### config.mk
export PLATFORM = sky130hd
export DESIGN_NAME = vertex_rs_flat
export DESIGN_NICKNAME = d
export VERILOG_FILES = /design/src/hw/gnn_vertex_pkg.sv /design/src/hw/feature_line_if.sv /design/src/hw/vertex_rs.sv /design/src/flat_wrapper.sv
export SDC_FILE = /design/constraint.sdc
export NUM_CORES = 2
export LEC_CHECK = 0
export ABC_AREA = 1
export BUFFER_PORTS_ARGS = -buffer_cell sky130_fd_sc_hd__buf_2
export CAP_MARGIN = 10
export CORE_AREA = 2 2 335 337
export DETAILED_ROUTE_END_ITERATION = 7
export DIE_AREA = 0 0 337 339
export PLACE_DENSITY = 0.76
export SLEW_MARGIN = 20
export SYNTH_ARGS = -nofsm -noshare
export SYNTH_HDL_FRONTEND = slang
export SYNTH_SLANG_ARGS = --single-unit
### constraint.sdc
create_clock -name clk -period 13.2 [get_ports clk]
set_input_delay 2.64 -clock clk [delete_from_list [all_inputs] [get_ports clk]]
set_output_delay 2.64 -clock clk [all_outputs]
set_load 0.01 [all_outputs]
### src/hw/gnn_vertex_pkg.sv
package gnn_vertex_pkg;

    parameter int FV_SIZE    = 16;  // Bits per feature.
    parameter int MAX_FV_NUM = 16;  // Features per node as a multiple of LANES.
    parameter int NUM_NODES  = 4;   // Nodes per group.
    parameter int NODE_ID_W  = 8;
    parameter int ACC_W      = 40;

    // Features per bank line and per PE window.
    localparam int LANES = 4;

    typedef enum logic [1:0] {
        RS_IDLE,
        RS_RECEIVE,
        RS_WAIT_VERTEX,
        RS_WAIT_BUFFER
    } rs_state_t;

    typedef enum logic {
        PE_IDLE,
        PE_SWEEP
    } pe_state_t;

endpackage

### src/hw/feature_line_if.sv
`timescale 1ns/1ps

interface feature_line_if #(
    parameter int FV_SIZE   = gnn_vertex_pkg::FV_SIZE,
    parameter int NODE_ID_W = gnn_vertex_pkg::NODE_ID_W
);
    import gnn_vertex_pkg::*;

    logic                          sos;      // First line of a node packet.
    logic                          eos;      // Last line of a node packet.
    logic [LANES-1:0][FV_SIZE-1:0] fv;
    logic [NODE_ID_W-1:0]          node_id;

    modport rs (
        input sos,
        input eos,
        input fv,
        input node_id
    );

    // Feature bank side.
    modport bank (
        output sos,
        output eos,
        output fv,
        output node_id
    );

endinterface

### src/hw/vertex_rs.sv
`timescale 1ns/1ps

module vertex_rs #(
    parameter int FV_SIZE    = gnn_vertex_pkg::FV_SIZE,
    parameter int MAX_FV_NUM = gnn_vertex_pkg::MAX_FV_NUM,
    parameter int NUM_NODES  = gnn_vertex_pkg::NUM_NODES,
    parameter int NODE_ID_W  = gnn_vertex_pkg::NODE_ID_W
) (
    input  logic                                   clk,
    input  logic                                   reset,
    feature_line_if.rs                             line,
    input  logic [$clog2(MAX_FV_NUM)-1:0]          start_idx,
    input  logic                                   buf_idle,
    input  logic                                   complete,
    output logic [NUM_NODES-1:0][gnn_vertex_pkg::LANES-1:0][FV_SIZE-1:0] win_data,
    output logic [NUM_NODES-1:0][NODE_ID_W-1:0]    win_node_id,
    output logic                                   fire,
    output logic                                   rs_available,
    output logic                                   rs_empty
);
    import gnn_vertex_pkg::*;

    localparam int NUM_LINES = MAX_FV_NUM / LANES;
    localparam int LINE_W    = (NUM_LINES > 1) ? $clog2(NUM_LINES) : 1;
    localparam int PTR_W     = (NUM_NODES > 1) ? $clog2(NUM_NODES) : 1;

    rs_state_t         state;
    rs_state_t         next_state;
    logic [PTR_W-1:0]  rs_ptr;     // Slot being filled.
    logic [LINE_W-1:0] line_cnt;   // Next line within the slot.
    logic [LINE_W-1:0] win_line;
    logic              last_slot;

    logic [NUM_NODES-1:0][NUM_LINES-1:0][LANES-1:0][FV_SIZE-1:0] fv_mem;
    logic [NUM_NODES-1:0][NODE_ID_W-1:0]                         id_mem;

    assign last_slot    = (rs_ptr == PTR_W'(NUM_NODES - 1));
    assign win_line     = LINE_W'(start_idx / LANES);
    assign rs_available = (state == RS_IDLE);
    assign rs_empty     = (state == RS_IDLE) && (rs_ptr == '0);
    assign fire         = (state == RS_RECEIVE) && line.eos && last_slot;  // Fourth eos.

    always_comb begin
        next_state = state;
        case (state)
            RS_IDLE: begin
                if (line.sos) begin
                    next_state = RS_RECEIVE;
                end
            end
            RS_RECEIVE: begin
                if (line.eos) begin
                    next_state = last_slot ? RS_WAIT_VERTEX : RS_IDLE;
                end
            end
            RS_WAIT_VERTEX: begin
                if (complete) begin
                    next_state = RS_WAIT_BUFFER;
                end
            end
            RS_WAIT_BUFFER: begin
                if (buf_idle) begin
                    next_state = RS_IDLE;  // Group released once results drained.
                end
            end
            default: next_state = RS_IDLE;
        endcase
    end

    always_ff @(posedge clk or negedge reset) begin
        if (!reset) begin
            state    <= RS_IDLE;
            rs_ptr   <= '0;
            line_cnt <= '0;
        end else begin
            state <= next_state;
            if (state == RS_IDLE && line.sos) begin
                line_cnt <= LINE_W'(1);
            end else if (state == RS_RECEIVE) begin
                if (line.eos) begin
                    line_cnt <= '0;
                    rs_ptr   <= last_slot ? '0 : rs_ptr + 1'b1;
                end else begin
                    line_cnt <= line_cnt + 1'b1;
                end
            end
        end
    end

    // Features a packet leaves out must read as zero.
    always_ff @(posedge clk) begin
        if (state == RS_IDLE && line.sos) begin
            fv_mem[rs_ptr]    <= '0;
            fv_mem[rs_ptr][0] <= line.fv;
            id_mem[rs_ptr]    <= line.node_id;
        end else if (state == RS_RECEIVE) begin
            fv_mem[rs_ptr][line_cnt] <= line.fv;
        end

        if (state == RS_WAIT_VERTEX) begin
            for (int n = 0; n < NUM_NODES; n++) begin
                win_data[n] <= fv_mem[n][win_line];
            end
            win_node_id <= id_mem;
        end
    end

endmodule

### src/flat_wrapper.sv
// flat-port wrapper written by rule: the top's interface ports become plain ports
module vertex_rs_flat import gnn_vertex_pkg::*;
#(
    parameter int FV_SIZE    = gnn_vertex_pkg::FV_SIZE,
    parameter int MAX_FV_NUM = gnn_vertex_pkg::MAX_FV_NUM,
    parameter int NUM_NODES  = gnn_vertex_pkg::NUM_NODES,
    parameter int NODE_ID_W  = gnn_vertex_pkg::NODE_ID_W
)
  (clk, reset, start_idx, buf_idle, complete, win_data, win_node_id, fire, rs_available, rs_empty, line_sos, line_eos, line_fv, line_node_id);
  feature_line_if #(.FV_SIZE(FV_SIZE), .NODE_ID_W(NODE_ID_W)) line_i ();
  input  logic clk;
  input  logic reset;
  input  logic [$clog2(MAX_FV_NUM)-1:0] start_idx;
  input  logic buf_idle;
  input  logic complete;
  output logic [NUM_NODES-1:0][gnn_vertex_pkg::LANES-1:0][FV_SIZE-1:0] win_data;
  output logic [NUM_NODES-1:0][NODE_ID_W-1:0] win_node_id;
  output logic fire;
  output logic rs_available;
  output logic rs_empty;
  input wire logic [$bits(line_i.sos)-1:0] line_sos;
  input wire logic [$bits(line_i.eos)-1:0] line_eos;
  input wire logic [$bits(line_i.fv)-1:0] line_fv;
  input wire logic [$bits(line_i.node_id)-1:0] line_node_id;
  assign line_i.sos = line_sos;
  assign line_i.eos = line_eos;
  assign line_i.fv = line_fv;
  assign line_i.node_id = line_node_id;
  vertex_rs #(.FV_SIZE(FV_SIZE), .MAX_FV_NUM(MAX_FV_NUM), .NUM_NODES(NUM_NODES), .NODE_ID_W(NODE_ID_W)) u_core (.clk(clk), .reset(reset), .line(line_i), .start_idx(start_idx), .buf_idle(buf_idle), .complete(complete), .win_data(win_data), .win_node_id(win_node_id), .fire(fire), .rs_available(rs_available), .rs_empty(rs_empty));
endmodule
; ---- Yosys cells after proc, flatten, opt, wreduce, memory -nomap -nowiden
; Index checks and enable logic that the tools add are counted.
[totals]
output_inout_bits = 291
inputBits = 82
elab_cells = 153
register_bits = 1350
[classes]
n_mux = 33
n_eq_ne = 8
n_reduce_logical = 11
bitwise = 3
n_lt_le_gt_ge = 5
addsub = 2
[ops]
columns = operator, count
row1 = 1024-bit bitwise mux, 2
row2 = 1024-bit 2-to-1 mux, 2
row3 = 256-bit demux with 2-bit select, 3
row4 = 1024-bit bitwise AND, 1
row5 = 1024-bit NOT, 1
row6 = 64-bit binary-select mux with 2-bit select, 4
row7 = 256-bit 2-to-1 mux, 2
row8 = 64-bit 2-to-1 mux, 6
row9 = 64-bit demux with 2-bit select, 1
row10 = 32-bit bitwise mux, 1
row11 = 2-bit 2-to-1 mux, 9
row12 = 8-bit demux with 2-bit select, 1
row13 = 2-bit by 3-bit less-than comparator with 1-bit output (second input constant), 3
row14 = 8-bit 2-to-1 mux, 1
row15 = 2-bit one-hot mux with 4 select lines, 1
row16 = 2-bit == test (second input constant), 3
row17 = 1-bit logical AND, 6
row18 = 2-bit inequality test (second input constant), 3
row19 = 2-bit by 1-bit adder with 2-bit output (second input constant), 2
row20 = 2-bit by 1-bit greater-or-equal comparator with 1-bit output (second input constant), 2
row21 = 2-bit zero test, 2
row22 = 4-bit AND reduction, 1
row23 = 3-bit AND reduction, 1
row24 = 2-bit by 1-bit == test with 1-bit output (second input constant), 1
row25 = 3 further kinds, 3

; ---- Logic depth before layout (Yosys ltp)
[logic_depth]
ltp_word = 9
depth_mapped = 9
mapped_depth_nobuf = 7

; ---- Worst setup path after synthesis
; OpenSTA, ideal clock, no wires.
[synth_timing]
path_type = reg2reg
start = register with a tool-made name
end = register, netlist name u_core.win_data[0]
slack_ns = -0.201
synth_period_minus_slack_ns = 13.401
path_buffers = 0
arrival_time_ns = 12.459
setup_ns = 0.942
required_ns = 12.258
path_stages_with_launch = 3
path_cell_list = dfrtp_1 -> inv_1 -> nor2_1

; ---- Worst setup path in the final report
[layout_timing]
start = input line_eos
end = output fire
[layout_via]
elab_chain_len = 2
[layout_rtl]
columns = element, line_no
row1 = "start, declared", flat_wrapper.sv:22  ; input wire logic [$bits(line_i.eos)-1:0] line_eos;
row2 = 1-bit logical AND (2 in series), vertex_rs.sv:41  ; assign fire = (state == RS_RECEIVE) && line.eos && last_slot;
row3 = "end, declared", flat_wrapper.sv:18  ; output logic fire;
; Every way passes these cells.

==> metrics.md <==
| Metric | Value |
|---|---|
| Power Dens Cells | `~210 mW/mm^2` |
| Maximum VDD drop | `0.000223 V` |
| Worst endpoint data arrival time | `3.11 ns` |
| P_leak | `about 22 nW` |
| Syn nets | `5,289` |
| Clock sink count | `roughly 1,400` |
| Hpwl dp | `slightly below 90 mm` |
| # nets final | `between 5,000 and 6,000` |
| Boundary pin count | `373` |
| Status | `finished, final reports clean` |
| Post-route cell area | `0.0667 sq mm` |
| Post-Syn Area per Cell | `~12 sq um` |
| CTS Root Cell | `clkbuf_16` |
| Worst hold path type | `flip-flop to flip-flop` |
| Post-place instance area | `0.0625 sq mm` |
| Hold buffer count at CTS | `0` |
| Die extent in x | `337 um` |
| FF-to-FF setup slack | `9.20 ns` |
| Synth top cells by count | `edfxtp_1 (1,344), nand3_1 (777), nor2_1 (777)` |
| Initial cell density of the core | `54.8%` |
| Clock buffer depth | `3` |
| Yosys top cell area share | `roughly two thirds` |
| RR Startpoint | `u_core.state[0]` |
| Buffers on Ports | `370` |
| Top post-synthesis cells by area | `edfxtp_1 (67%), o31ai_1 (9.4%), nand3_1 (6.4%), nor2_1 (4.8%), o21ai_0 (4.5%)` |
| Initial detailed-routing violation count | `7,800` |
| Pre-antenna DRT Iters | `7` |
| Crit share post-route | `43.6%` |
| WP data required | `10.56 ns` |
| FF+latch area | `approximately 0.041 sq mm` |
| Pre-CTS setup slack | `around 7 ns` |
| R2R depth | `7` |
| Worst-path clk slew | `0.06 ns` |
| Area of the mapped netlist | `between 0.06 and 0.07 sq mm` |
| Post-CTS Setup Bufs | `0` |
| Slew Viols, Final | `0` |
| Synth unique cells | `21` |
| Share of cells above drive strength 1 | `between 10% and 20%` |
| Reg2Reg Capture Point | `u_core.fv_mem[510]` |
| Post-route setup TNS | `0 ns` |
| Gr ovfl total | `0` |
| Placed Instances | `between 6,000 and 7,000` |
| Count of filler cells inserted in the layout | `8,618` |
| Top FF cell, synth | `edfxtp_1` |
| CP Launch Type | `input pin` |
| Core area | `0.110 sq mm` |
| Finished Layout Cells | `6,760` |
| Area occupied by multi-input gates | `0.0173 sq mm` |
| #FFs+latches synth | `roughly 1,400` |
| Fmax | `around 170 MHz` |
| Post-CTS Resized | `0` |
| Number of global-route vias before repair | `41,000` |
| Gr usage total | `29.3%` |
| Post-synth top area cell | `edfxtp_1` |
| CTS HTree Levels | `4` |
| Seq/Total Area, Yosys | `66.9%` |
| Ys Warns | `0` |
| Final ANT Viol Nets | `0` |
| Clk_lat worst skew | `0.77 ns` |
| Area Growth Syn to Fin | `10.3%` |
| Routed WL per cell | `25.5 um` |
| Max Clock Skew | `0.0303 ns` |
| Number of enable flip-flop cells after synthesis | `1,344` |
| Worst hold path depth | `0` |
| Largest net degree at the start of global routing | `roughly 270` |
| Final Hold Viols | `0` |
| Top-count cell post-synth | `edfxtp_1` |
| Critical path endpoint category | `output pin` |
| Vias | `45,100` |
| Gate count after technology mapping | `5,195` |
| Die height | `339 um` |
| First-pass GRT wire length | `257 mm` |
| CTS tree | `done` |
| Row Count | `122` |
| Remaining DRCs | `0` |
| Maxcap violations | `0` |
| Asr flop ratio synth | `less than 1%` |
| Post-layout minimum cycle time | `5.75 ns` |
| Worst slew pin tran | `1.22 ns` |
| Total wire length | `172 mm` |
| Cts bufs inserted | `140` |
| Critical path class | `input pin to output pin` |
| Hold Path Sink | `u_core.win_node_id[20]` |
| HP Start | `u_core.id_mem[20]` |
| Setup slack after layout | `7.45 ns` |
| Setup violators final | `0` |
| Crit-path max FO | `4` |
| Routability congestion estimate | `0.805` |
| Antenna violations before repair | `7` |
| Slew HR | `18.3%` |
| Via/cell ratio | `6.67` |
| Die area | `0.114 sq mm` |
| Unrepaired setup endpoints after global routing | `false` |
-- stage by stage --
stage / utilization, % / total power [W] / hold slack [ns]
floorplan: - / 0.00937 / 0.400
global placement: 56.6 / 0.0103 / 0.401
detailed placement: 56.6 / 0.0104 / 0.405
CTS: 60.4 / 0.0141 / 0.415
global route: 60.5 / 0.0147 / 0.415
finish: 60.5 / 0.0142 / 0.410
-- worst max path at each step --
stage,start,endpoint,slack [ns],depth (start not counted)
final,line_eos,fire,7.45,4
after global routing,line_eos,fire,7.39,4
after CTS,line_eos,fire,7.44,4
after detailed placement,line_sos,u_core.fv_mem[441],7.13,7
after global placement,line_sos,u_core.fv_mem[507],7.15,7
after floorplan,flip-flop,u_core.win_data[0],4.68,2
-- layout make-up --
cell class              count  share of cell area (%)
flip-flops and latches   1350                    60.7
multi-input cells        3156                    25.9
clock buffers             176                    5.45
repair buffers            430                    3.65
well taps                1488                    2.79
clock inverters            67                   0.904
inverters                  92                   0.579
diodes                      1                 0.00375
-- placed cells by master, fill, tap and decap left out, types with 20 or more instances in the layout --
cell / synthesis / final
edfxtp_1: 1344 / 1344
nand3_1: 777 / 777
nor2_1: 777 / 776
o31ai_1: 756 / 756
o21ai_0: 541 / 529
buf_2: 169 / 368
o22ai_1: 256 / 256
clkbuf_16: 0 / 140
inv_1: 89 / 80
buf_4: 16 / 50
clkbuf_1: 369 / 36
clkinv_1: 0 / 25
clkinv_2: 0 / 20
-- power by group --
group	switching (W)	total [W]	internal (W)	leakage [nW]
registers	0.000450	0.00679	0.00634	12.8
logic	0.00286	0.00366	0.000800	7.13
clock network	0.00168	0.00372	0.00203	2.05
-- layer usage --
| layer | share of wire, % | vias up | routed length [um] | track usage (%) |
|---|---|---|---|---|
| li1 | - | 19800 | - | - |
| met1 | 39 | 21700 | 66700 | 43.0 |
| met2 | 45 | 3198 | 77600 | 43.2 |
| met3 | 13 | 357 | 22300 | 6.57 |
| met4 | 3.2 | 4 | 5420 | 10.3 |
| met5 | 0.0081 | - | 14 | 0 |
-- cells by family after synthesis --
| logic type | after synthesis | share of synthesized area [%] |
|---|---|---|
| adder cells (fa/ha/maj) | 12 | 0.248 |
| flip-flops | 1350 | 66.9 |
| buffers and inverters | 689 | 4.77 |
| AND/OR/NAND/NOR | 1590 | 11.5 |
| AO/OA/AOI/OAI | 1554 | 16.5 |
-- worst max-delay path, stage by stage --
cell	delay, ns
buf_2	0.07
inv_1	0.06
nor3_1	0.16
buf_2	0.17
No activity file was read; power rests on OpenSTA's default activity.
