## config.mk

```make
export PLATFORM = sky130hd
export DESIGN_NAME = vertex_result_buf
export DESIGN_NICKNAME = d
export VERILOG_FILES = /design/src/hw/gnn_vertex_pkg.sv /design/src/hw/vertex_result_buf.sv
export SDC_FILE = /design/constraint.sdc
export NUM_CORES = 1
export LEC_CHECK = 0
export BUFFER_PORTS_ARGS = -buffer_cell sky130_fd_sc_hd__buf_2
export CAP_MARGIN = 10
export CELL_PAD_IN_SITES_DETAIL_PLACEMENT = 0
export CELL_PAD_IN_SITES_GLOBAL_PLACEMENT = 1
export CORE_MARGIN = 2
export CORE_UTILIZATION = 42
export CTS_CLUSTER_SIZE = 10
export DETAILED_ROUTE_END_ITERATION = 8
export GPL_TIMING_DRIVEN = 0
export PLACE_DENSITY = 0.9
export SETUP_SLACK_MARGIN = 0.1
export SLEW_MARGIN = 20
export SYNTH_ARGS = -nofsm -noshare
export SYNTH_HDL_FRONTEND = slang
export SYNTH_SLANG_ARGS = --single-unit
```

## constraint.sdc

```tcl
create_clock -name clk -period 1.9 [get_ports clk]
set_input_delay 0.38 -clock clk [delete_from_list [all_inputs] [get_ports clk]]
set_output_delay 0.38 -clock clk [all_outputs]
set_load 0.05 [all_outputs]
```

## src/hw/gnn_vertex_pkg.sv

```systemverilog
package gnn_vertex_pkg;

    parameter int FV_SIZE    = 16;  // Bits per feature.
    parameter int MAX_FV_NUM = 16;  // Features per node as a multiple of LANES.
    parameter int NUM_NODES  = 4;   // Nodes per group.
    parameter int NODE_ID_W  = 8;
    parameter int ACC_W      = 40;

    // Features per bank line and per PE window.
    localparam int LANES = 4;

    typedef enum logic [1:0] {
        RS_IDLE,
        RS_RECEIVE,
        RS_WAIT_VERTEX,
        RS_WAIT_BUFFER
    } rs_state_t;

    typedef enum logic {
        PE_IDLE,
        PE_SWEEP
    } pe_state_t;

endpackage

```

## src/hw/vertex_result_buf.sv

```systemverilog
`timescale 1ns/1ps

module vertex_result_buf #(
    parameter int NUM_NODES = gnn_vertex_pkg::NUM_NODES,
    parameter int NODE_ID_W = gnn_vertex_pkg::NODE_ID_W,
    parameter int ACC_W     = gnn_vertex_pkg::ACC_W
) (
    input  logic                                clk,
    input  logic                                reset,
    input  logic                                results_valid,
    input  logic [NUM_NODES-1:0][ACC_W-1:0]     results,
    input  logic [NUM_NODES-1:0][NODE_ID_W-1:0] result_node_id,
    input  logic                                out_ready,
    output logic                                out_valid,
    output logic [NODE_ID_W-1:0]                out_node_id,
    output logic [ACC_W-1:0]                    out_value,
    output logic                                buf_idle
);

    localparam int PTR_W = (NUM_NODES > 1) ? $clog2(NUM_NODES) : 1;

    logic [NUM_NODES-1:0][ACC_W-1:0]     vals;
    logic [NUM_NODES-1:0][NODE_ID_W-1:0] ids;
    logic [PTR_W-1:0]                    rd_ptr;
    logic                                busy;  // Results still to be taken.

    assign out_valid   = busy;
    assign buf_idle    = !busy;
    assign out_node_id = ids[rd_ptr];
    assign out_value   = vals[rd_ptr];

    always_ff @(posedge clk) begin
        if (results_valid) begin
            vals <= results;
            ids  <= result_node_id;
        end
    end

    always_ff @(posedge clk or negedge reset) begin
        if (!reset) begin
            busy   <= 1'b0;
            rd_ptr <= '0;
        end else if (results_valid) begin
            busy   <= 1'b1;
            rd_ptr <= '0;
        end else if (busy && out_ready) begin
            if (rd_ptr == PTR_W'(NUM_NODES - 1)) begin
                busy   <= 1'b0;  // Last slot taken.
                rd_ptr <= '0;
            end else begin
                rd_ptr <= rd_ptr + 1'b1;
            end
        end
    end

endmodule

```

**Word-level counts from Yosys, hierarchy flattened**

Index checks and enable logic that the tools add are counted.

- Reductions and logical operators: 5
- Equality and inequality tests: 1
- Magnitude comparators: 1
- Muxes and demuxes: 10
- $add $sub $neg: 1

Operator list:

| cell | count |
|---|---|
| $bmux 40 s2 | 1 |
| $mux 40 | 1 |
| $bmux 8 s2 | 1 |
| $mux 8 | 1 |
| $mux 2 | 3 |
| $reduce_bool 2->1 | 2 |
| $lt 2x3->1 const B | 1 |
| $mux 1 | 3 |
| $add 2x1->2 const B | 1 |
| $eq 2x2->1 const B | 1 |
| $reduce_and 2->1 | 1 |
| $logic_and 1x1->1 | 1 |
| $logic_not 1->1 | 1 |

- Input bits: 196
- Logic and storage cells: 28
- Register bits: 195
- Output and inout port bits: 50

**Depth between registers and ports, before layout**

Gate-level depths: netlist (run 1).

- Depth after elaboration: 4
- Gate-level depth with buffers: 4
- Mapped depth without buffers: 3

**Worst setup path before layout (run 1)**

OpenSTA, ideal clock, no wires.

- Path type: register -> output
- Start: reg rd_ptr[0]
- End: out out_node_id[6]
- Data required time: 1.520 ns
- Cell stages (with the launch flop): 4
- Path buffers: 2
- Data arrival time: 1.302 ns
- Path slack: 0.218 ns
- Cells stage by stage: dfrtp_1 -> buf_6 -> buf_12 -> mux4_2

- Cells in the longest elaborated chain, start to end: 2

RTL lines:

| item | RTL line | text |
|---|---|---|
| start, declared | vertex_result_buf.sv:24 | `logic [PTR_W-1:0] rd_ptr;` |
| start signal, assigned | vertex_result_buf.sv:51 | `rd_ptr <= rd_ptr + 1'b1;` |
| $bmux 8 s2 | vertex_result_buf.sv:29 | `assign out_node_id = ids[rd_ptr];` |
| $mux 8 (not written as such) | vertex_result_buf.sv:29 |  |
| end, declared | vertex_result_buf.sv:15 | `output logic [NODE_ID_W-1:0] out_node_id,` |

Every way passes these cells. The select of a mux whose other input is x is not followed.

**Worst setup path in the final report (run 1)**

- Start: reg rd_ptr[0]
- End: out out_value[14]

- Cells in the longest elaborated chain, start to end: 2

RTL lines:

| item | RTL line | text |
|---|---|---|
| $bmux 40 s2 | vertex_result_buf.sv:30 | `assign out_value = vals[rd_ptr];` |
| $mux 40 (not written as such) | vertex_result_buf.sv:30 |  |
| end, declared | vertex_result_buf.sv:16 | `output logic [ACC_W-1:0] out_value,` |

Every way passes these cells. The select of a mux whose other input is x is not followed.

==> results.md, run 1 <==
- Synthesis warning total: 0
- Layout Skew: 0.000153 ns
- Status: complete, but fails checks
- Mean area per synthesized cell: 27.0 um^2
- Diodes inserted: 0
- Standard-cell row count: 47
- Final Setup Violations: 48
- Sequential cell area: 5840 um^2
- Filler cell count in the final layout: 1244
- RSZ-0062 raised after global routing: yes
- Number of buffers between clock root and the deepest sink: 2
- Placed Cells: 730
- Vias in the first global route: 4235
- Final standard cell count with taps included and fillers excluded: 766
- Critical path arrival: 1.86 ns
- Transition at the pin with the smallest max-transition slack: 0.723 ns
- # Max-Cap Violations: 0
- Number of levels the H-tree was split into: 4
- Leftover overflow at the end of global routing: 0
- Most common library cells after synthesis: edfxtp_1 (192), mux4_2 (48), buf_12 (5), buf_2 (4), dfrtp_1 (3)
- Clk Latency, worst-skew pair: 0.43 ns
- Crit-path slowest cell: mux4_2
- Share of the synthesized area in the top cell type: 80.8%
- Post-route ant nets: 0
- Yosys reg bits: 195
- RD Place Congestion: 0.762
- Power per unit of standard cell area: 1070 nW/um^2
- Cell type group with the largest total delay on the critical path: multiplexers
- Worst Hold Margin: 0.121 ns
- Final hold vios: 0
- Synth unique cells: 15
- Area growth from synthesis to layout: 34.8%
- DP HPWL: 10300 um
- Capturing element type of the critical path: output pin
- Initial core utilization: 43.0%
- Instance count of the mapped netlist: 264
- Per-cell via count in the routed design: 4.89
- Leading cell types by total area after synthesis: edfxtp_1 (81%), mux4_2 (15%), buf_12 (1.4%), dfrtp_1 (1.1%), a21bo_2 (0.28%)
- Final Power: 10.3 mW
- Via count: 3742
- Final worst path period need: 2.24 ns
- Synthesized net count: 461
- Maximum number of pins on one net before global-route repair: 101
- Worst setup path startpoint: rd_ptr[0]$_DFFE_PN0P_
- Port buffer count: 245
- Global-route wire length before repair: 22300 um
- Most area-hungry cell type in the Yosys netlist: edfxtp_1
- Worst supply voltage drop on vdd: 0.000790 V
- Clock-pin slew on the worst setup and hold paths: 0.08 ns
- Dominant register cell in the synthesized netlist: edfxtp_1
- Synth async-reset ratio: 1.54%
- Final-report max-slew violation count: 0
- Die outline area: 18000 um^2
- Top-Level Pins: 246
- Core area: 16600 um^2
- Worst slew margin: 51.8%
- Routed length per instance: 19.1 um
- Portion of the post-synthesis area used by sequential elements: 81.9%
- Post-Synthesis Cell Area: 7130 um^2
- Tightest Hold Check Type: in -> reg
- Number of flops mapped to enable cells by yosys: 192
- Overall Global Routing Usage: 16.8%
- Number of nets in the layout: 730
- Height of the die: 134 um
- Period utilisation layout: 118%
- Clock buffer count from CTS: 17
- WP buf/inv: 3
- Crit Reg-Reg Startpoint: rd_ptr[0]$_DFFE_PN0P_
- Static leakage: 3.68 nW
- Fraction of the core area covered by cells at the end of the flow: 58.0%
- Number of sinks handled by clock tree synthesis: 195
- Critical path cell sequence: buf_12, buf_12, mux4_2, buf_6
- Top fanout value on the critical path: 10
- Most repeated library cell on the critical path: buf_12
- Critical Path Source Type: flop
- Cell with the most instances after synthesis: edfxtp_1
- Critical Setup Path Class: reg -> out
- Crit path setup slack, layout: -0.337 ns
- Number of antenna violations at the first check in global routing: 0
- Final wirelength: 14600 um
- Maximum clock frequency: 447 MHz
- Share of final-layout standard cells stronger than drive strength 1: 62.6%
- TritonCTS clock tree: built
- Area of the multi-input gates: 1150 um^2
- CTS root buf: clkbuf_16
- Number of DRC markers in iteration 0: 169
- Hold Path Origin: results[159]
- Remaining DRCs: 0
- Detailed-routing iteration count for the pre-antenna-repair pass: 4
- Failing checks: setup timing
- Longest individual stage delay on the worst path: 0.53 ns
- Horizontal extent of the die: 134 um
- Required time at the worst-slack endpoint: 1.52 ns
-- layout make-up --
cell class                      instances  share of cell area [%]
Clock inverter                         15                    1.53
Sequential cell                       195                    60.7
Inverter                                1                  0.0390
Clock buffer                           17                    4.42
Tap cell                              220                    2.86
Buffer                                 11                    1.60
Multi-Input combinational cell         57                    12.0
Timing Repair Buffer                  250                    16.8
-- timing repair --
action                                  4_1_cts  5_1_grt
hold buffers                                  1        0
setup buffers                                 2        0
gates resized for setup                     103        0
cloned                                        1        0
endpoints found under the hold margin         3        0
endpoints found under the setup margin       48       48
-- cells by family (layout without fill, tap and decap cells) --
family                     after synthesis  after routing  synth area share, %
DFF                                    195            195                 81.9
muxes                                   48             48                 15.2
buffers and inverters                   12            294                 2.00
AOI/OAI and AO/OA                        5              5                0.526
and+or+nand+nor                          3              3                0.280
adders and majority gates                1              1                0.175
-- sequential cells by signal, indices dropped and copies added, names as in the netlist --
register   count
vals         160
ids           32
rd_ptr         2
out_valid      1
-- metrics by stage --
step | setup TNS, ns | instance area (um^2) | setup slack, ns
floorplan | 0 | 7130 | 0.218
global placement | -335.75 | 8640 | -1.74
detailed placement | -0.254 | 8670 | -0.0400
CTS | -16.63 | 9620 | -0.370
global route | -18.44 | 9620 | -0.417
finish | -14.88 | 9620 | -0.337
-- per-layer routing --
layer	global-route usage (%)	routed length, um
met1	18.9	5310
met5	0	0
met4	6.08	279
met2	29.7	7940
met3	5.52	1100
-- path summary, 6_finish.rpt --
| path | endpoint | slack (ns) | cells past startpoint |
|---|---|---|---|
| setup / recovery | out_value[14] | -0.34 | 4 |
| hold / removal | vals[159]$_DFFE_PP_ | 0.12 | 1 |
| setup reg to reg | rd_ptr[0]$_DFFE_PN0P_ | 0.64 | 5 |
| hold reg to reg | out_valid$_DFFE_PN0P_ | 0.66 | 1 |
| max in group asynchronous | rd_ptr[1]$_DFFE_PN0P_ | 1.50 | 2 |
| min in group asynchronous | rd_ptr[1]$_DFFE_PN0P_ | 0.28 | 2 |
-- placed cells by master (no fill, tap or decap), drive strengths merged --
| cell type | n |
|---|---|
| a21bo | 2 |
| a21o | 1 |
| a21oi | 2 |
| buf | 260 |
| clkbuf | 17 |
| clkinv | 7 |
| clkinvlp | 1 |
| dfrtp | 3 |
| dlygate4sd3 | 1 |
| edfxtp | 192 |
| ha | 1 |
| inv | 8 |
| mux4 | 48 |
| nand2 | 1 |
| nand3 | 1 |
| nand4bb | 1 |
-- report_power, final --
| group | leakage [nW] | total, mW | switching [mW] | internal, mW |
|---|---|---|---|---|
| combinational | 1.48 | 1.67 | 0.941 | 0.729 |
| clock | 0.278 | 3.42 | 1.68 | 1.74 |
| sequential | 1.91 | 5.19 | 0.0926 | 5.10 |
Power figures use the tool's default switching activity.
==> inputs of run 2 (changes only) <==
- CORE_ASPECT_RATIO: not set -> 0.7
==> run 2 against run 1 <==
Largest cell class unchanged; the run still ends with setup timing left; via count shrank 2.0%; count of clock-buffer cells in the layout is the same; utilization grew 0.37 points; first-iteration DRC count grew 23%; die area is essentially flat; sequential power is essentially flat; non-clock buffer count shrank 2; critical endpoint is now out_node_id[4]; register-to-register slack gained 0.11 ns; flip-flop and latch count is the same.
==> results.md, run 2 (synthesis gave the netlist of run 1 again) <==
- Port buffer count: 245
- Number of levels the H-tree was split into: 4
- Placement-stage cell area: 8680 um^2
- Clock buffer count from CTS: 17
- Longest individual stage delay on the worst path: 0.55 ns
- WP buf/inv: 3
- Per-cell via count in the routed design: 4.77
- Register name with the most flops: vals
- Tightest Hold Check Type: in -> reg
- Leftover overflow at the end of global routing: 0
- Vias in the first global route: 4144
- Post-route ant nets: 0
- Number of antenna violations at the first check in global routing: 0
- Cell area after layout: 9600 um^2
- Clock-pin slew on the worst setup and hold paths: 0.08 ns
- Detailed-routing iteration count for the pre-antenna-repair pass: 4
- Status: complete, but fails checks
- Crit Reg-Reg Startpoint: rd_ptr[0]$_DFFE_PN0P_
- Area growth from synthesis to layout: 34.5%
- Top fanout value on the critical path: 10
- Routed length per instance: 18.8 um
- Clk Latency, worst-skew pair: 0.42 ns
- Required time at the worst-slack endpoint: 1.52 ns
- Final worst path period need: 2.23 ns
- Worst supply voltage drop on vdd: 0.000682 V
- Most common library cell in the layout ignoring fill and taps: buf_2
- Maximum clock frequency: 448 MHz
- Power per unit of standard cell area: 1080 nW/um^2
- Crit-path slowest cell: mux4_2
- TritonCTS clock tree: built
- Number of nets in the layout: 728
- Overall Global Routing Usage: 16.8%
- Critical path arrival: 1.85 ns
- Critical Setup Path Class: reg -> out
- Die outline area: 18100 um^2
- # Max-Cap Violations: 0
- Transition at the pin with the smallest max-transition slack: 0.715 ns
- Most used cells in the layout excluding fill and tap cells: buf_2 (199), edfxtp_1 (192), buf_6 (50), mux4_2 (48), clkbuf_16 (17)
- Worst slew margin: 52.3%
- Critical Path Source Type: flop
- Via count: 3667
- Share of final-layout standard cells stronger than drive strength 1: 62.5%
- RD Place Congestion: 0.819
- Flip-flop count of the largest register after layout: 160
- Biggest registers after layout: vals: 160 flops, ids: 32 flops, rd_ptr: 2 flops
- Horizontal extent of the die: 160 um
- Static leakage: 3.67 nW
- DP HPWL: 10300 um
- Height of the die: 113 um
- Crit path setup slack, layout: -0.330 ns
- Diodes inserted: 0
- Most repeated library cell on the critical path: buf_6
- Number of buffers between clock root and the deepest sink: 2
- Number of sinks handled by clock tree synthesis: 195
- Final-report max-slew violation count: 0
- Final Setup Violations: 48
- Fraction of the core area covered by cells at the end of the flow: 58.4%
- Capturing element type of the critical path: output pin
- Final Power: 10.4 mW
- Setup slack after placement: -0.130 ns
- Maximum number of pins on one net before global-route repair: 103
- Layout Skew: 0.0000591 ns
- Final hold vios: 0
- Standard-cell row count: 39
- Period utilisation layout: 117%
- Cell type group with the largest total delay on the critical path: multiplexers
- Hold Path Origin: results[59]
- Core area: 16400 um^2
- Failing checks: setup timing
- RSZ-0062 raised after global routing: yes
- CTS root buf: clkbuf_16
- Top-Level Pins: 246
- Initial core utilization: 43.4%
- Global-route wire length before repair: 22300 um
- Number of DRC markers in iteration 0: 208
- Final wirelength: 14400 um
- Critical path cell sequence: buf_6, buf_12, mux4_2, buf_6
- Summed negative setup slack over all endpoints: -14.06 ns
- Remaining DRCs: 0
- Worst setup path startpoint: rd_ptr[0]$_DFFE_PN0P_
## run 2: per-stage QoR
step	instances	hold WS, ns
after detailed placement	735	0.181
after global placement	734	0.175
after global routing	769	0.0834
after CTS	769	0.0903
final	769	0.119
after floorplan	264	0.0844
## run 2: layout make-up
type | count | area (um^2)
Fill cell | 1197 | 6850
Sequential cell | 195 | 5840
Timing Repair Buffer | 248 | 1580
Multi-Input combinational cell | 57 | 1150
Clock buffer | 17 | 425
Tap cell | 225 | 282
Clock inverter | 15 | 169
Buffer | 11 | 145
Inverter | 1 | 3.75
## run 2: report_power, final
| part | total, mW | internal (mW) | switching (mW) |
|---|---|---|---|
| registers | 5.19 | 5.10 | 0.0871 |
| logic | 1.65 | 0.712 | 0.936 |
| clock network | 3.55 | 1.88 | 1.68 |
## run 2: final timing paths
check / endpoint / slack [ns] / cells after the start
setup reg to reg: rd_ptr[0]$_DFFE_PN0P_ / 0.75 / 4
hold reg to reg: out_valid$_DFFE_PN0P_ / 0.64 / 1
hold / removal: vals[59]$_DFFE_PP_ / 0.12 / 1
min in group asynchronous: out_valid$_DFFE_PN0P_ / 0.28 / 2
max in group asynchronous: rd_ptr[1]$_DFFE_PN0P_ / 1.50 / 2
setup / recovery: out_node_id[4] / -0.33 / 4
## run 2: timing repair
item / 4_1_cts / 5_1_grt
hold buffers: 1 / 0
endpoints found under the hold margin: 3 / 0
resized for setup: 99 / 0
endpoints found under the setup margin: 48 / 48
setup buffers: 1 / 0
## run 2: per-layer routing
metal / vias to the layer above / track usage (%) / part of all wire (%) / wire length (um)
met5: - / 0 / 0 / 0
met2: 164 / 27.2 / 49 / 7110
met4: 0 / 4.38 / 0.92 / 133
met1: 1817 / 20.4 / 41 / 5850
li1: 1675 / - / - / -
met3: 11 / 8.28 / 9.3 / 1340
==> inputs of run 3 (changes only) <==
- PLACE_DENSITY: 0.9 -> 0.82
==> run 3 against run 2 <==
Flip-flop and latch count unchanged; wire length decreased by 0.71%; non-clock buffer count decreased by 1; highest routed layer unchanged; cell count decreased by 0.26%; the run still ends with setup timing left; critical path type unchanged; critical path depth unchanged; clock skew about the same; fmax increased by 1.2%; final area about the same; hold slack improved by 0.014 ns; die area unchanged.
==> results.md, run 3 (synthesis gave the netlist of run 1 again) <==
- Number of buffers between clock root and the deepest sink: 2
- Critical path cell sequence: buf_6, buf_12, mux4_2, buf_6
- Overall Global Routing Usage: 16.4%
- Capturing element type of the critical path: output pin
- Filler cell count in the final layout: 1227
- Per-cell via count in the routed design: 4.86
- Worst slew margin: 58.1%
- Sw Ratio: 23.8%
- Post-route ant nets: 0
- Die outline area: 18100 um^2
- Number of levels the H-tree was split into: 4
- Number of DRC markers in iteration 0: 328
- Top-Level Pins: 246
- Critical Setup Path Class: reg -> out
- Top fanout value on the critical path: 10
- Area growth from synthesis to layout: 34.7%
- Port buffer count: 245
- Diodes inserted: 0
- Leftover overflow at the end of global routing: 0
- Period utilisation layout: 116%
- Longest individual stage delay on the worst path: 0.54 ns
- Crit path setup slack, layout: -0.303 ns
- Transition at the pin with the smallest max-transition slack: 0.629 ns
- Clock-pin slew on the worst setup and hold paths: 0.07 ns
- Vias in the first global route: 4053
- RD Place Congestion: 0.840
- Failing checks: setup timing
- Most common library cell in the layout ignoring fill and taps: buf_2
- Static leakage: 3.67 nW
- Clk Latency, worst-skew pair: 0.41 ns
- Buffer count from post-CTS setup fixing: 0
- Most used cells in the layout excluding fill and tap cells: buf_2 (199), edfxtp_1 (192), buf_6 (50), mux4_2 (48), clkbuf_16 (17)
- Final worst path period need: 2.20 ns
- Remaining DRCs: 0
- Biggest registers after layout: vals: 160 flops, ids: 32 flops, rd_ptr: 2 flops
- TritonCTS clock tree: built
- Worst supply voltage drop on vdd: 0.000418 V
- Share of final-layout standard cells stronger than drive strength 1: 62.0%
- Cell type group with the largest total delay on the critical path: multiplexers
- Global-route wire length before repair: 21800 um
- Tightest Hold Check Type: in -> reg
- Fraction of the core area covered by cells at the end of the flow: 58.4%
- Int Power: 8.02 mW
- CTS root buf: clkbuf_16
- Met2 routing resource usage after global routing: 26.8%
- Number of antenna violations at the first check in global routing: 0
- Maximum clock frequency: 454 MHz
- WP buf/inv: 3
- Summed negative setup slack over all endpoints: -13.21 ns
- Height of the die: 113 um
- Most repeated library cell on the critical path: buf_6
- Maximum number of pins on one net before global-route repair: 117
- Final hold vios: 0
- Final Power: 10.5 mW
- Final Setup Violations: 48
- Standard-cell row count: 39
- Number of nets in the layout: 727
- Detailed-routing iteration count for the pre-antenna-repair pass: 4
- Crit-path slowest cell: mux4_2
- Number of sinks handled by clock tree synthesis: 195
- Portion of total power attributed to sequential cells: 49.3%
- Clock buffer count from CTS: 17
- Setup slack after placement: -0.0893 ns
- Share of total power in the clock network: 35.1%
- Psw: 2.50 mW
- Required time at the worst-slack endpoint: 1.52 ns
- Horizontal extent of the die: 160 um
- Power share of the combinational group: 15.6%
- Critical path arrival: 1.82 ns
- Via count: 3728
- Routing usage on met1: 20.6%
- Flip-flop count of the largest register after layout: 160
- Global route hottest layer: met2
- Initial core utilization: 43.4%
- Register name with the most flops: vals
- Final-report max-slew violation count: 0
- Layout Skew: 0.0000385 ns
- Critical Path Source Type: flop
- Power per unit of standard cell area: 1100 nW/um^2
- Area of the multi-input gates: 1150 um^2
- Global routing usage on met3: 5.43%
- # Max-Cap Violations: 0
- Final wirelength: 14300 um
- Routed length per instance: 18.7 um
- RSZ-0062 raised after global routing: yes
- DP HPWL: 10100 um
- Sequential cell area: 5840 um^2
- Core area: 16400 um^2
- Status: complete, but fails checks
-- run 3: area by class of cell --
class | instances | share of cell area, %
Tap cell | 225 | 2.93
Clock buffer | 19 | 4.51
Sequential cell | 195 | 60.8
Timing Repair Buffer | 247 | 16.4
Buffer | 11 | 1.51
Clock inverter | 12 | 1.84
Multi-Input combinational cell | 57 | 12.0
Inverter | 1 | 0.0391
-- run 3: worst paths after layout --
kind	start	to	slack (ns)	cells after the start
worst max-delay path	rd_ptr[0]$_DFFE_PN0P_	out_node_id[5]	-0.30	4
worst min-delay path	results[100]	vals[100]$_DFFE_PP_	0.13	1
worst max register to register	rd_ptr[0]$_DFFE_PN0P_	rd_ptr[0]$_DFFE_PN0P_	0.77	4
worst min register to register	out_valid$_DFFE_PN0P_	out_valid$_DFFE_PN0P_	0.65	1
max in group asynchronous	reset	rd_ptr[1]$_DFFE_PN0P_	1.47	2
min in group asynchronous	reset	rd_ptr[0]$_DFFE_PN0P_	0.31	2
-- run 3: repair_timing --
item / CTS / global route
setup endpoints to repair: 48 / 48
hold buffers: 1 / 0
pin swaps: 0 / 0
endpoints found under the hold margin: 3 / 0
cloned: 0 / 0
gates resized for setup: 98 / 1
-- run 3: layer usage --
metal	routed length, um	part of all wire, %	vias to the layer above
li1	-	-	1673
met1	5790	40	1864
met2	7070	49	172
met3	1240	8.6	19
met4	226	1.6	0
met5	0	0	-
-- run 3: power by group through the flow --
stage	sequential, mW	combinational (mW)	clock, mW
after floorplan	5.24	0.947	0
after global placement	5.27	1.40	0
after detailed placement	5.28	1.43	0
after CTS	5.19	1.66	3.81
after global routing	5.21	1.72	3.99
final	5.18	1.64	3.70
-- run 3: metrics by stage --
stage	hold WS, ns	cell area (um^2)	std cells
2_1_floorplan	0.0844	7130	264
3_3_place_gp	0.175	8640	734
3_5_place_dp	0.180	8680	735
4_1_cts	0.107	9610	767
5_1_grt	0.0996	9610	767
6_report	0.132	9610	767
